**src/common/cnn_loader_defines.svh**
```systemverilog
`ifndef CNN_LOADER_DEFINES_SVH
`define CNN_LOADER_DEFINES_SVH

// feature map geometry
`define FM_SIZE   4
`define FM_DEPTH  2
`define FM_WORDS  (`FM_SIZE * `FM_SIZE * `FM_DEPTH)

// kernel pool held in the preload store
`define KERNEL_WORDS (2 * 2 * `FM_DEPTH)  // 2x2 window per channel
`define KERNEL_NUM   4
`define POOL_WORDS   (`KERNEL_NUM * `KERNEL_WORDS)

// word and address widths
`define DATA_W        16
`define TRANS_ID_W    4
`define FM_ADDR_W     19
`define WEIGHT_ADDR_W 13
`define FM_IDX_W      5   // indexes FM_WORDS
`define POOL_IDX_W    5   // indexes POOL_WORDS
`define KNUM_W        2   // indexes KERNEL_NUM

// weight ram slot start addresses
`define WEIGHT_SLOT0_BASE 0
`define WEIGHT_SLOT1_BASE 16

`endif
```
**src/fm.mem**
```
// one 16-bit hex word per line, feature map address 0 upward
a3c1
5e27
0f92
7b44
c815
2d6e
91a0
46fb
e03c
1b87
6cd2
f459
3a0e
8861
d7b3
25c8
7f1d
b2e6
0c4a
96f3
4e58
e1a9
5307
c96c
1ad5
6f3e
a082
3bc7
ed14
7269
0895
d4fa

```
**src/weight.mem**
```
// one 16-bit hex word per line, kernels 0 to 3 with 8 words each
0011
00f2
ff3c
0047
fe98
0105
0076
ffd1
0123
fec4
0031
0f0a
ff87
0062
00e9
ff15
0a4b
0019
fdc6
0238
007d
ff4e
0190
fe2b
0056
0cbe
ff03
00a1
0e77
fd92
0014
03e8

```
**src/bias.mem**
```
// one 16-bit hex bias word per line, kernels 0 to 3
0100
ff80
0033
fe0a

```
**src/common/cnn_loader_pkg.sv**
```systemverilog
`include "cnn_loader_defines.svh"

package cnn_loader_pkg;

    ////////////////////////////////
    // buffer write port
    ////////////////////////////////

    // narrower buffers take the low address bits
    typedef struct packed {
        logic                  en;
        logic [`FM_ADDR_W-1:0] addr;
        logic [`DATA_W-1:0]    data;
    } ram_wr_t;

    ////////////////////////////////
    // requests and status
    ////////////////////////////////

    typedef struct packed {
        logic                   update_kernel;  // level, held until kernel_done
        logic                   kernel_slot;
        logic [`TRANS_ID_W-1:0] trans_id;
        logic                   write_fm;       // level, held until fm_done
        logic [`DATA_W-1:0]     fm_data;
        logic [`FM_ADDR_W-1:0]  fm_addr;
    } load_req_t;

    typedef struct packed {
        logic                   init_done;
        logic                   fm_done;
        logic                   kernel_done;
        logic [`TRANS_ID_W-1:0] done_trans_id;  // id of last finished update
    } load_status_t;

    ////////////////////////////////
    // sequencer states
    ////////////////////////////////

    typedef enum logic {
        INIT_LOAD,
        INIT_DONE
    } init_state_e;

    typedef enum logic [1:0] {
        KUPD_IDLE,
        KUPD_RUN,
        KUPD_DONE
    } kupd_state_e;

endpackage

```
**src/cnn_loader_top.sv**
```systemverilog
`timescale 1ns/1ps
`include "cnn_loader_defines.svh"

module cnn_loader_top (
    input  logic                         clk,
    input  logic                         rst,
    input  cnn_loader_pkg::load_req_t    req,
    output cnn_loader_pkg::load_status_t status,
    output cnn_loader_pkg::ram_wr_t      fm_wr,
    output cnn_loader_pkg::ram_wr_t      weight_wr,
    output cnn_loader_pkg::ram_wr_t      bias_wr
);

    // store read side
    logic                   fm_rd_en;
    logic [`FM_IDX_W-1:0]   fm_rd_addr;
    logic [`DATA_W-1:0]     fm_rd_data;
    logic                   weight_rd_en;
    logic [`POOL_IDX_W-1:0] weight_rd_addr;
    logic [`DATA_W-1:0]     weight_rd_data;
    logic                   bias_rd_en;
    logic [`KNUM_W-1:0]     bias_rd_addr;
    logic [`DATA_W-1:0]     bias_rd_data;

    preload_store preload_store_i (
        .clk(clk),
        .fm_rd_en(fm_rd_en), .fm_rd_addr(fm_rd_addr), .fm_rd_data(fm_rd_data),
        .weight_rd_en(weight_rd_en), .weight_rd_addr(weight_rd_addr),
        .weight_rd_data(weight_rd_data),
        .bias_rd_en(bias_rd_en), .bias_rd_addr(bias_rd_addr), .bias_rd_data(bias_rd_data)
    );

    load_sequencer load_sequencer_i (
        .clk(clk), .rst(rst), .req(req),
        .fm_rd_data(fm_rd_data), .weight_rd_data(weight_rd_data), .bias_rd_data(bias_rd_data),
        .fm_rd_en(fm_rd_en), .fm_rd_addr(fm_rd_addr),
        .weight_rd_en(weight_rd_en), .weight_rd_addr(weight_rd_addr),
        .bias_rd_en(bias_rd_en), .bias_rd_addr(bias_rd_addr),
        .status(status),
        .fm_wr(fm_wr), .weight_wr(weight_wr), .bias_wr(bias_wr)
    );

endmodule

```
**src/loader/load_sequencer.sv**
```systemverilog
`timescale 1ns/1ps
`include "cnn_loader_defines.svh"

module load_sequencer (
    input  logic                        clk,
    input  logic                        rst,
    input  cnn_loader_pkg::load_req_t   req,
    input  logic [`DATA_W-1:0]          fm_rd_data,
    input  logic [`DATA_W-1:0]          weight_rd_data,
    input  logic [`DATA_W-1:0]          bias_rd_data,
    output logic                        fm_rd_en,
    output logic [`FM_IDX_W-1:0]        fm_rd_addr,
    output logic                        weight_rd_en,
    output logic [`POOL_IDX_W-1:0]      weight_rd_addr,
    output logic                        bias_rd_en,
    output logic [`KNUM_W-1:0]          bias_rd_addr,
    output cnn_loader_pkg::load_status_t status,
    output cnn_loader_pkg::ram_wr_t     fm_wr,
    output cnn_loader_pkg::ram_wr_t     weight_wr,
    output cnn_loader_pkg::ram_wr_t     bias_wr
);

    import cnn_loader_pkg::*;

    localparam int KW       = `KERNEL_WORDS;
    localparam int KW_IDX_W = $clog2(`KERNEL_WORDS);
    localparam int WA_W     = `WEIGHT_ADDR_W;
    localparam int AW       = `FM_ADDR_W;
    localparam int PW       = `POOL_IDX_W;
    localparam int KNW      = `KNUM_W;
    localparam int INIT_BIAS = 2;                           // biases 0 and 1
    localparam logic [KNW-1:0] FIRST_UPD_KERNEL = KNW'(2);  // 0 and 1 go in at init

    init_state_e init_state;
    kupd_state_e kupd_state;

    logic [`FM_IDX_W:0]        fm_cnt;
    logic [KW_IDX_W+1:0]       wt_cnt;    // up to 2 kernels at init
    logic [1:0]                bias_cnt;
    logic [KNW-1:0]            next_kernel;
    logic [`TRANS_ID_W-1:0]    done_id_q;
    logic [`TRANS_ID_W-1:0]    kupd_id_q;

    // issue stage, travels with the read
    logic [WA_W-1:0]           wt_wa;
    logic                      bias_wa;
    // data stage, lines up with the store output
    logic                      fm_we_q, wt_we_q, bias_we_q;
    logic [AW-1:0]             fm_wa_q;
    logic [WA_W-1:0]           wt_wa_q;
    logic                      bias_wa_q;

    logic                      write_fm_q;
    logic                      fm_done_q;
    ram_wr_t                   fm_dir_q;  // single word from a request

    logic init_loading, init_last;
    logic fm_issue, wt_init_issue, bias_init_issue;
    logic kupd_start, wt_upd_issue, kupd_last;
    logic fm_rise;

    function automatic logic [WA_W-1:0] slot_base(input logic slot);
        slot_base = slot ? WA_W'(`WEIGHT_SLOT1_BASE) : WA_W'(`WEIGHT_SLOT0_BASE);
    endfunction

    //////////////////////////////
    // issue conditions
    //////////////////////////////

    assign init_loading    = (init_state == INIT_LOAD);
    assign fm_issue        = init_loading && (fm_cnt < `FM_WORDS);
    assign wt_init_issue   = init_loading && (wt_cnt < 2 * KW);
    assign bias_init_issue = init_loading && (bias_cnt < INIT_BIAS);
    // all counters spent and last reads already in the data stage
    assign init_last = init_loading && (fm_cnt == `FM_WORDS) && (wt_cnt == 2 * KW)
                       && (bias_cnt == INIT_BIAS) && !fm_rd_en && !weight_rd_en && !bias_rd_en;

    assign kupd_start = req.update_kernel && !init_loading && (kupd_state != KUPD_RUN)
                        && (req.trans_id != done_id_q);
    assign wt_upd_issue = (kupd_state == KUPD_RUN) && (wt_cnt < KW);
    assign kupd_last    = (kupd_state == KUPD_RUN) && (wt_cnt == KW) && !weight_rd_en;

    assign fm_rise = !init_loading && req.write_fm && !write_fm_q;

    //////////////////////////////
    // init FSM and stream counters
    //////////////////////////////

    always_ff @(posedge clk or posedge rst) begin
        if (rst) begin
            init_state   <= INIT_LOAD;
            fm_cnt       <= '0;
            wt_cnt       <= '0;
            bias_cnt     <= '0;
            fm_rd_en     <= 1'b0;
            weight_rd_en <= 1'b0;
            bias_rd_en   <= 1'b0;
        end else begin
            fm_rd_en     <= fm_issue;
            weight_rd_en <= wt_init_issue | kupd_start | wt_upd_issue;
            bias_rd_en   <= bias_init_issue | kupd_start;  // one bias per update
            if (fm_issue) begin
                fm_cnt <= fm_cnt + 1'b1;
            end
            if (kupd_start) begin
                wt_cnt <= 1;                 // word 0 goes out with the start
            end else if (wt_init_issue || wt_upd_issue) begin
                wt_cnt <= wt_cnt + 1'b1;
            end
            if (bias_init_issue) begin
                bias_cnt <= bias_cnt + 1'b1;
            end
            if (init_last) begin
                init_state <= INIT_DONE;
            end
        end
    end

    //////////////////////////////
    // kernel update FSM
    //////////////////////////////

    always_ff @(posedge clk or posedge rst) begin
        if (rst) begin
            kupd_state  <= KUPD_IDLE;
            next_kernel <= FIRST_UPD_KERNEL;
            done_id_q   <= '0;
        end else begin
            case (kupd_state)
                KUPD_IDLE, KUPD_DONE: begin
                    if (kupd_start) kupd_state <= KUPD_RUN;
                end
                KUPD_RUN: begin
                    if (kupd_last) begin
                        kupd_state  <= KUPD_DONE;
                        done_id_q   <= kupd_id_q;
                        next_kernel <= (next_kernel == KNW'(`KERNEL_NUM - 1)) ? '0
                                                                               : next_kernel + 1'b1;
                    end
                end
                default: kupd_state <= KUPD_IDLE;
            endcase
        end
    end

    //////////////////////////////
    // feature-map write path
    //////////////////////////////

    always_ff @(posedge clk or posedge rst) begin
        if (rst) begin
            write_fm_q <= 1'b0;
            fm_done_q  <= 1'b0;
            fm_dir_q   <= '0;
        end else begin
            write_fm_q  <= req.write_fm;
            fm_dir_q.en <= fm_rise;
            if (fm_rise) begin
                fm_dir_q.addr <= req.fm_addr;
                fm_dir_q.data <= req.fm_data;
            end
            if (!req.write_fm) begin
                fm_done_q <= 1'b0;
            end else if (fm_dir_q.en) begin
                fm_done_q <= 1'b1;   // cycle after the strobe
            end
        end
    end

    // data stage enables
    always_ff @(posedge clk or posedge rst) begin
        if (rst) begin
            fm_we_q   <= 1'b0;
            wt_we_q   <= 1'b0;
            bias_we_q <= 1'b0;
        end else begin
            fm_we_q   <= fm_rd_en;
            wt_we_q   <= weight_rd_en;
            bias_we_q <= bias_rd_en;
        end
    end

    //////////////////////////////
    // read and target addresses
    //////////////////////////////

    always_ff @(posedge clk) begin
        fm_wa_q   <= AW'(fm_rd_addr);
        wt_wa_q   <= wt_wa;
        bias_wa_q <= bias_wa;
        if (fm_issue) begin
            fm_rd_addr <= fm_cnt[`FM_IDX_W-1:0];
        end
        if (wt_init_issue) begin
            weight_rd_addr <= PW'(wt_cnt);
            wt_wa <= slot_base(wt_cnt[KW_IDX_W]) + WA_W'(wt_cnt[KW_IDX_W-1:0]);
        end else if (kupd_start) begin
            weight_rd_addr <= {next_kernel, {KW_IDX_W{1'b0}}};  // kernel start in pool
            wt_wa          <= slot_base(req.kernel_slot);
            kupd_id_q      <= req.trans_id;
        end else if (wt_upd_issue) begin
            weight_rd_addr <= weight_rd_addr + 1'b1;
            wt_wa          <= wt_wa + 1'b1;
        end
        if (bias_init_issue) begin
            bias_rd_addr <= KNW'(bias_cnt);
            bias_wa      <= bias_cnt[0];
        end else if (kupd_start) begin
            bias_rd_addr <= next_kernel;
            bias_wa      <= req.kernel_slot;  // bias entry follows the slot
        end
    end

    // write ports and status
    always_comb begin
        fm_wr = fm_dir_q;
        if (fm_we_q) begin
            fm_wr.en   = 1'b1;
            fm_wr.addr = fm_wa_q;
            fm_wr.data = fm_rd_data;
        end
        weight_wr.en   = wt_we_q;
        weight_wr.addr = AW'(wt_wa_q);
        weight_wr.data = weight_rd_data;
        bias_wr.en     = bias_we_q;
        bias_wr.addr   = AW'(bias_wa_q);
        bias_wr.data   = bias_rd_data;

        status.init_done     = (init_state == INIT_DONE);
        status.fm_done       = fm_done_q;
        status.kernel_done   = (kupd_state == KUPD_DONE);
        status.done_trans_id = done_id_q;
    end

endmodule

```
**src/loader/preload_store.sv**
```systemverilog
`timescale 1ns/1ps
`include "cnn_loader_defines.svh"

module preload_store (
    input  logic                   clk,
    input  logic                   fm_rd_en,
    input  logic [`FM_IDX_W-1:0]   fm_rd_addr,
    input  logic                   weight_rd_en,
    input  logic [`POOL_IDX_W-1:0] weight_rd_addr,
    input  logic                   bias_rd_en,
    input  logic [`KNUM_W-1:0]     bias_rd_addr,
    output logic [`DATA_W-1:0]     fm_rd_data,
    output logic [`DATA_W-1:0]     weight_rd_data,
    output logic [`DATA_W-1:0]     bias_rd_data
);

    logic [`DATA_W-1:0] fm_mem     [0:`FM_WORDS-1];
    logic [`DATA_W-1:0] weight_mem [0:`POOL_WORDS-1];   // kernels back to back
    logic [`DATA_W-1:0] bias_mem   [0:`KERNEL_NUM-1];   // one per kernel

    initial begin
        $readmemh("/design/src/fm.mem", fm_mem);
        $readmemh("/design/src/weight.mem", weight_mem);
        $readmemh("/design/src/bias.mem", bias_mem);
    end

    // registered read ports, data one cycle after the strobe
    always_ff @(posedge clk) begin
        if (fm_rd_en) begin
            fm_rd_data <= fm_mem[fm_rd_addr];
        end
        if (weight_rd_en) begin
            weight_rd_data <= weight_mem[weight_rd_addr];
        end
        if (bias_rd_en) begin
            bias_rd_data <= bias_mem[bias_rd_addr];
        end
    end

endmodule

```
**config.mk**
```make
export PLATFORM = sky130hd
export DESIGN_NAME = cnn_loader_top
export DESIGN_NICKNAME = d
export VERILOG_FILES = /design/src/common/cnn_loader_pkg.sv /design/src/cnn_loader_top.sv /design/src/loader/load_sequencer.sv /design/src/loader/preload_store.sv
export VERILOG_INCLUDE_DIRS = /design/src /design/src/common
export SDC_FILE = /design/constraint.sdc
export NUM_CORES = 1
export LEC_CHECK = 0
export ABC_AREA = 1
export BUFFER_PORTS_ARGS = -buffer_cell sky130_fd_sc_hd__buf_2
export CAP_MARGIN = 20
export CORE_MARGIN = 2
export CORE_UTILIZATION = 28
export CTS_CLUSTER_SIZE = 25
export DETAILED_ROUTE_END_ITERATION = 6
export SYNTH_ARGS = -nofsm -noshare
export SYNTH_HDL_FRONTEND = slang
export SYNTH_SLANG_ARGS = --single-unit
```
**constraint.sdc**
```tcl
create_clock -name clk -period 2.1 [get_ports clk]
set_input_delay 0.315 -clock clk [delete_from_list [all_inputs] [get_ports clk]]
set_output_delay 0.315 -clock clk [all_outputs]
set_load 0.03 [all_outputs]
```
Word-level counts from Yosys, hierarchy flattened

Cells that the tools add are included.

Add/sub/neg operators: 5
$mul: 0
Divide/modulo/power cells: 0
Magnitude comparators: 4
Equal/unequal tests: 11
Shift operators: 0
Muxes and demuxes: 15
Bitwise logic cells: 5
Reduce and logical (&&, ||, !) cells: 30

Operators by type and width:

| cell                                                       | number |
|---|---|
| two-way mux 13 bit                                         | 3 |
| two-way mux 36 bit                                         | 1 |
| two-way mux 5 bit                                          | 4 |
| logical AND 1 bit                                          | 17 |
| adder 13 x 1 -> 13 bit, second input constant              | 1 |
| adder 13 x 3 -> 13 bit                                     | 1 |
| inequality test 2 x 1 -> 1 bit, second input constant      | 4 |
| adder 6 x 1 -> 6 bit, second input constant                | 1 |
| == test 6 bit, second input constant                       | 1 |
| less-than comparator 6 bit, second input constant          | 1 |
| AND reduction 2 bit                                        | 3 |
| adder 5 x 1 -> 5 bit, second input constant                | 1 |
| == test 5 x 4 -> 1 bit, second input constant              | 1 |
| == test 5 bit, second input constant                       | 1 |
| less-than comparator 5 x 4 -> 1 bit, second input constant | 1 |
| less-than comparator 5 bit, second input constant          | 1 |
| == test 2 bit, second input constant                       | 2 |
| logical NOT 1 bit                                          | 4 |
| two-way mux 1 bit                                          | 4 |
| two-way mux 2 bit                                          | 2 |
| inequality test 4 bit                                      | 1 |
| case mux 2 bit (2 select lines)                            | 1 |
| nonzero test 2 bit                                         | 2 |
| bitwise OR 1 bit                                           | 3 |
| other kinds (8)                                            | 9 |

Flip-flop bits (word level): 154
Bits in latches: 0
Bits in writable memories: 0
Bits in read-only memories: 0
Bits of input ports: 44
Output and inout bits: 115
Memories: 0

Logic depth before layout (Yosys ltp)

Gate-level depths: netlist of the first run.

Depth in word-level cells: 7
Mapped depth: 9
Gate-level depth less buffers: 9

Modules after synthesis

Synthesis of the first run repeated with hierarchy kept, for this count alone.

Cells, all modules: 649
Area, all modules: 5649.2 um^2

Modules (own cells, without submodules):

| module         | times used | cells each | area each (um^2) | seq. area each (um^2) |
|---|---|---|---|---|
| load_sequencer | 1          | 600        | 5285.1           | 2934.1 |
| preload_store  | 1          | 49         | 364.1            | 0.0 |

Worst setup path before layout of the first run

No wires, ideal clock.

Path type: reg2reg
From: register load_sequencer_i.done_id_q[1]
To: register load_sequencer_i.wt_wa[0] (enable)
Setup time: 0.345 ns
Arrival time: 1.274 ns
Required time: 1.755 ns
Path slack: 0.481 ns
Cell stages (with the launch flop): 8
Period minus slack after synthesis: 1.619 ns
Path through: dfrtp_1 > inv_1 > nand2_1 > nand2_1 > nor2_1 > nand2_1 > nand2_2 > nand2_1

Longest elaborated chain between the ends: 3

RTL lines:

| what                                | line                  | text |
|---|---|---|
| start, declared                     | load_sequencer.sv:41  | `` logic [`TRANS_ID_W-1:0] done_id_q; `` |
| start signal, assigned              | load_sequencer.sv:136 | `done_id_q <= kupd_id_q;` |
| inequality test 4 bit               | load_sequencer.sv:79  | `&& (req.trans_id != done_id_q);` |
| logical AND 1 bit                   | load_sequencer.sv:79  |  |
| nonzero test 3 bit (no source line) | n/a                   |  |
| end signal, assigned                | load_sequencer.sv:196 | `wt_wa <= slot_base(wt_cnt[KW_IDX_W]) + WA_W'(wt_cnt[KW_IDX_W-1:0]);` |
| end signal, assigned                | load_sequencer.sv:199 | `wt_wa <= slot_base(req.kernel_slot);` |
| end signal, assigned                | load_sequencer.sv:203 | `wt_wa <= wt_wa + 1'b1;` |
| end, declared                       | load_sequencer.sv:45  | `logic [WA_W-1:0] wt_wa;` |

No other way between the ends.
A chain may end at the register's enable or synchronous reset.

==> run_results.csv, run 1 <==
group,metric,value,unit
floorplan,io_pins,159,
final_layout,area_growth,16.1,%
critical_path,path_buf_inv,2,
clocking,cts_buffers,9,
critical_path,worst_setup_path_start_kind,"flip-flop",
floorplan,die_h,135,um
floorplan,initial_utilization,28.7,%
drt,wl_met1,4160,um
synth,synth_cell_types,30,
pwr,power.total,4.09,mW
final_layout,final_cell_mix,"nand2_1, buf_2, inv_1, dfrtp_1, nor2_1",
grt,track_usage,10.4,%
drt,wl,9140,um
timing,worst_pin_slew,556,ps
timing,rsz0062_at_grt,"false",
critical_path,arrival,1640,ps
grt,grt_first_pass_wirelength,14500,um
pwr,p_leak,2.91,nW
floorplan,dieArea,0.0181,sq mm
critical_path,crit_family,"flip-flops",
floorplan,placementRows,47,
synth,ys_top_cells_by_area,"dfrtp_1, edfxtp_1, buf_4, nand2_1, dfxtp_1",
clocking,clock-root-buffer,"clkbuf_16",
outcome,run_status,"complete, no violations",
grt,antenna_found_initial,0,
synth,yosysTopAreaCellShare,33.5,%
clocking,h-tree-depth,3,
final_layout,n_antenna_cell,0,
timing,slew_headroom,62.8,%
placement,io_buffers,102,
synth,synth_cells,525,
worst_hold_path,hp-class,"in -> async",
critical_path,r2r-end,"load_sequencer_i.wt_wa[5]$_SDFFCE_PP0P_",
critical_path,required,1780,ps
critical_path,cp_slowest_stage_delay,640,ps
critical_path,cp-endpoint,"fm_wr[24]",
critical_path,crit_path_top_delay_cell,"dfrtp_1",
clocking,cts_sinks,106,
flow_run,max-cap-violations,0,
final_layout,final_net_count,675,
critical_path,cp-startpoint,"load_sequencer_i.fm_we_q$_DFF_PP0_",
grt,overflow,0,
synth,yosys_warnings,0,
placement,dp_hpwl,6720,um
timing,final_max_slew_viol_count,0,
timing,hold_viol_final,0,
critical_path,path_max_fanout,25,
clocking,cts_tree,"yes",
final_layout,drive_gt1_share,20.2,%
final_layout,layout_commonest_cell,"nand2_1",
final_layout,stdcell_count,850,
critical_path,critical_path_depth,3,
critical_path,reg2regPathDepth,3,
drt,drt_iter0_drc,100,
grt,first_global_vias,2986,
drt,final_antenna_net_count,0,
synth,seq_area_frac_synth,55.9,%
drt,viasPerCell,3.88,
synth,yosysTopAreaCell,"dfrtp_1",
clocking,path_clk_slew,70,ps
critical_path,end_kind,"primary output",
timing,setup_viol,0,
grt,grt_max_degree,58,
drt,route.met3.wl,487,um
timing,worst_slack,144,ps
timing,clock.fmax,511,MHz
drt,drtPass1Iterations,4,
timing,fin_tns_setup,0,ps
floorplan,die_w,135,um
placement,dp_slack,411,ps
placement,place_area,0.00528,sq mm
critical_path,path_class,"reg -> out",
clocking,post_cts.repair.setup_buffers,0,
drt,vias,3295,
placement,gp_congestion,0.774,
synth,ys_seq_elements,106,
final_layout,design_area,0.00555,sq mm
synth,netlist_area,0.00478,sq mm
drt,wl_met2,4370,um
critical_path,cp_cell_sequence,"buf_4 > nor2_1 > buf_2",
clocking,cts_hold_buf,0,
timing,finalClockSkew,7.43,ps
timing,period_needed,1960,ps
synth,syn_area_per_cell,9.10,sq um
drt,drc_errors,0,
critical_path,r2r_slack,440,ps
pwr,cellPowerDensity,738,mW/mm^2
clocking,cts-resized-gates,0,
clocking,clk_path_buf_depth,2,
timing,fin_crit_sh,93.2,%
placement,dpl.cell_count,834,
drt,routedWlPerCell,10.8,um
drt,routed.top_layer,"met4",
critical_path,rr_startpoint,"load_sequencer_i.init_state$_DFFE_PP0P_",
floorplan,core-area,0.0166,sq mm
pwr,peakVddDrop,0.000399,V
clocking,worstSkewPairLatency,350,ps
## power by group
part | switching [mW] | internal (mW)
combinational | 0.316 | 0.0861
clock | 0.711 | 0.837
sequential | 0.0116 | 2.13
## metrics by stage
step	hold slack [ps]	utilization [%]
after global routing	69.8	33.3
final	53.4	33.3
after detailed placement	329	31.7
after floorplan	323	-
after CTS	61.3	33.3
after global placement	326	31.7
## flip-flops by register name, indices dropped and copies added, names as in the netlist, 2 cells and up
register                     cells
load_sequencer_i.wt_wa          13
load_sequencer_i.wt_wa_q        13
load_sequencer_i.kupd_state      2
load_sequencer_i.fm_rd_addr      5
load_sequencer_i.fm_wa_q         5
load_sequencer_i.bias_cnt        2
load_sequencer_i.kupd_id_q       4
load_sequencer_i.done_id_q       4
load_sequencer_i.wt_cnt          5
load_sequencer_i.fm_dir_q       36
load_sequencer_i.fm_cnt          6
## worst min-delay path by stage
stage,start,end,slack (ps),depth (start not counted)
finish,rst,load_sequencer_i.fm_dir_q[10]$_DFFE_PP0P_,50,3
floorplan,load_sequencer_i.bias_wa$_DFFE_PP_,load_sequencer_i.bias_wa_q$_DFF_P_,320,0
global route,req[35],load_sequencer_i.write_fm_q$_DFF_PP0_,70,1
CTS,rst,load_sequencer_i.fm_dir_q[10]$_DFFE_PP0P_,60,3
global placement,load_sequencer_i.fm_rd_addr[0]$_DFFE_PP_,load_sequencer_i.fm_wa_q[0]$_DFF_P_,330,0
detailed placement,load_sequencer_i.fm_rd_addr[1]$_DFFE_PP_,load_sequencer_i.fm_wa_q[1]$_DFF_P_,330,0
## logic make-up after synthesis
group                      after synthesis  share of synthesized area [%]
and+or+nand+nor                        206                           18.1
buffers and inverters                  146                           17.0
DFF                                    106                           55.9
AOI/OAI and AO/OA                       48                           5.13
xor gates and xnor gates                12                           2.20
adders and majority gates                6                           1.57
other                                    1                         0.0785
## layout make-up
type                       instances  area (sq um)
sequential                       106          2670
timing repair buffer             107           561
multi-input combinational        328          1500
fill                            1739         11100
inverter                          73           274
clock inverter                     2          12.5
clock buffer                      14           254
tap                              220           275
## worst min-delay path, cell delays in order
cell,delay [ps]
buf_2,100
inv_2,50
buf_4,340
## Yosys cell counts
cell type	n
clkbuf_1	6
nor3b_1	1
inv_1	71
xor2_1	12
clkinv_1	1
ha_1	6
buf_4	62
edfxtp_1	23
nand2_1	111
nor3_1	4
buf_2	1
inv_2	1
nand4_1	5
conb_1	1
or2_2	1
o31ai_1	1
dfrtp_1	64
nor2_1	57
nand4_2	1
nor3_2	1
nand3_1	19
buf_6	4
nor3_4	1
o21ai_0	36
nor4_1	1
a21oi_1	10
dfxtp_1	19
o21bai_1	1
nand3b_1	2
nand2_2	2
## metal layers
layer	global-route usage, %	vias up
li1	-	1704
met1	13.0	1490
met2	16.7	93
met3	3.38	8
met4	3.86	0
met5	0	-
Note: power is estimated with default switching activity, not from simulation.
==> inputs of run 2 (changes only) <==
ABC_AREA = default   (was 1)
==> run_results.csv, run 2 <==
group,metric,value,unit
synth,synth_cells,445,
pwr,switching_share,40.7,%
synth,synth-edff-count,23,
grt,overflow,0,
timing,fin_crit_sh,89.6,%
timing,period_needed,1880,ps
drt,drc_errors,0,
flow_run,max-cap-violations,0,
synth,yosys_warnings,0,
pwr,power_frac_comb,38.6,%
timing,fin_tns_setup,0,ps
critical_path,cp_slowest_stage_delay,550,ps
drt,routedWlPerCell,12.0,um
synth,yosysTopAreaCellShare,34.0,%
timing,rsz0062_at_grt,"false",
clocking,h-tree-depth,3,
critical_path,path_max_fanout,13,
final_layout,final_net_count,597,
grt,track_usage,10.7,%
pwr,power.total,7.87,mW
floorplan,die_w,134,um
synth,ys_seq_elements,106,
grt,first_global_vias,2949,
synth,yosysMostFrequentCell,"nand2_1",
critical_path,required,2170,ps
placement,gp_congestion,0.789,
critical_path,path_buf_inv,0,
final_layout,largest_reg_flops,36,
floorplan,dieArea,0.0179,sq mm
drt,viasPerCell,3.96,
worst_hold_path,hp-class,"in -> async",
timing,clock.fmax,532,MHz
critical_path,crit_path_top_delay_cell,"o41ai_4",
critical_path,r2r-end,"load_sequencer_i.wt_wa[6]$_SDFFCE_PP0P_",
critical_path,reg2regPathDepth,4,
synth,yosysTopAreaCell,"dfrtp_1",
final_layout,largest-register,"load_sequencer_i.fm_dir_q",
clocking,cts_buffers,9,
floorplan,io_pins,159,
floorplan,core-area,0.0165,sq mm
critical_path,cp_cell_sequence,"xor2_1 > o41ai_4 > o21ai_2 > a31o_2",
final_layout,n_antenna_cell,0,
pwr,p_leak,2.80,nW
pwr,power.internal,4.67,mW
pwr,cellPowerDensity,1420,mW/mm^2
synth,syn_area_per_cell,10.6,sq um
synth,async_reset_ff_share,60.4,%
final_layout,reg_top3,"load_sequencer_i.fm_dir_q: 36 flops, load_sequencer_i.wt_wa: 13 flops, load_sequencer_i.wt_wa_q: 13 flops",
critical_path,end_kind,"flip-flop",
drt,wl,9230,um
drt,vias,3054,
clocking,post_cts.repair.setup_buffers,0,
floorplan,placementRows,47,
synth,netlist_area,0.00471,sq mm
final_layout,final_cell_mix,"nand2_1, buf_2, dfrtp_1, conb_1, nor2b_1",
drt,drt_iter0_drc,99,
final_layout,layout_commonest_cell,"nand2_1",
floorplan,die_h,134,um
placement,io_buffers,102,
synth,seq_area_frac_synth,56.8,%
critical_path,rr_startpoint,"load_sequencer_i.done_id_q[1]$_DFFE_PP0P_",
grt,grt_busiest_layer,"met2",
clocking,worstSkewPairLatency,340,ps
grt,use_met3,3.27,%
grt,grt_first_pass_wirelength,14900,um
grt,antenna_found_initial,0,
outcome,run_status,"complete, no violations",
clocking,clock-root-buffer,"clkbuf_16",
final_layout,area_growth,17.5,%
clocking,cts_tree,"yes",
pwr,power.switching,3.20,mW
synth,synth_common_cells,"nand2_1, dfrtp_1, buf_4",
timing,finalClockSkew,8.14,ps
grt,use_met1,13.1,%
floorplan,initial_utilization,28.5,%
critical_path,worst_setup_path_start_kind,"flip-flop",
placement,dp_hpwl,6560,um
synth,synth_cell_types,49,
clocking,cts_hold_buf,0,
critical_path,r2r_slack,220,ps
synth,synth_flop_cell,"dfrtp_1",
clocking,cts-resized-gates,0,
clocking,cts_sinks,106,
critical_path,arrival,1950,ps
critical_path,crit_family,"compound AO/OA/AOI/OAI gates",
grt,grt_max_degree,65,
final_layout,drive_gt1_share,28.1,%
pwr,seq_power_share,41.3,%
critical_path,path_class,"reg -> reg",
pwr,pwr-share-clk,20.1,%
timing,final_max_slew_viol_count,0,
clocking,path_clk_slew,70,ps
clocking,clk_path_buf_depth,2,
synth,ys_top_cells_by_area,"dfrtp_1, edfxtp_1, buf_4, nand2_1, dfxtp_1",
grt,grtUsageMet2,17.8,%
drt,drtPass1Iterations,4,
pwr,peakVddDrop,0.000706,V
timing,setup_viol,0,
drt,final_antenna_net_count,0,
timing,hold_viol_final,0,
## run 2: cell count changes after synthesis, sizes merged, moves of 11 or more
| cell | change |
|---|---|
| mux2 | +11 |
| o21ai | -28 |
| nand3 | -14 |
| nor2b | +30 |
| nor2 | -39 |
| inv | -60 |
## run 2: area by class of cell
type,count,area [sq um]
fillers,1731,11000
flip-flops and latches,106,2670
multi-input cells,307,1670
repair buffers,110,583
well taps,220,275
clock buffers,10,239
inverters,13,48.8
clock inverters,6,42.5
## run 2: worst max-delay path by stage
stage | from | to | slack (ps) | depth (start not counted)
finish | load_sequencer_i.done_id_q[1]$_DFFE_PP0P_ | load_sequencer_i.wt_wa[6]$_SDFFCE_PP0P_ | 220 | 4
global route | load_sequencer_i.fm_we_q$_DFF_PP0_ | fm_wr[28] | 60 | 3
CTS | load_sequencer_i.fm_we_q$_DFF_PP0_ | fm_wr[28] | 140 | 3
detailed placement | req[37] | load_sequencer_i.wt_wa[4]$_DFFE_PP_ | 210 | 5
global placement | req[37] | load_sequencer_i.wt_wa[4]$_DFFE_PP_ | 230 | 5
floorplan | load_sequencer_i.done_id_q[1]$_DFFE_PP0P_ | load_sequencer_i.wt_wa[0]$_DFFE_PP_ | 180 | 4
## run 2: kinds of logic after synthesis
logic type               synth area share (%)
other                                  0.0796
multiplexers                             2.92
adder cells (fa/ha/maj)                  1.59
buffers and inverters                    12.1
flip-flops                               56.8
AO/OA/AOI/OAI                            4.20
AND/OR/NAND/NOR                          18.4
XOR/XNOR                                 3.91
## run 2: power groups by stage
| stage | Sequential [mW] | Clock (mW) | Combinational [mW] |
|---|---|---|---|
| CTS | 3.26 | 1.66 | 3.09 |
| global route | 3.34 | 1.73 | 3.32 |
| global placement | 3.29 | 0 | 3.06 |
| floorplan | 3.44 | 0 | 2.19 |
| finish | 3.25 | 1.58 | 3.04 |
| detailed placement | 3.30 | 0 | 3.08 |
## run 2: routing by layer
layer	up-vias	share of wire, %
li1	1518	-
met1	1424	45
met2	103	48
met3	9	5.6
met4	0	1.5
met5	-	0
## run 2: per-stage QoR
stage / cell area (sq um) / instances / util, % / worst slack (ps) / hold slack (ps)
after floorplan: 4910 / 500 / - / 178 / 323
after global placement: 5250 / 756 / 31.8 / 233 / 326
after detailed placement: 5250 / 756 / 31.8 / 212 / 328
after CTS: 5530 / 772 / 33.5 / 137 / 32.2
after global routing: 5530 / 772 / 33.5 / 60.2 / 53.6
final: 5530 / 772 / 33.5 / 219 / 2.56
## run 2: worst min-delay path, delay by kind of cell
kind | cells | cell delay (ps)
buffers and inverters | 3 | 440
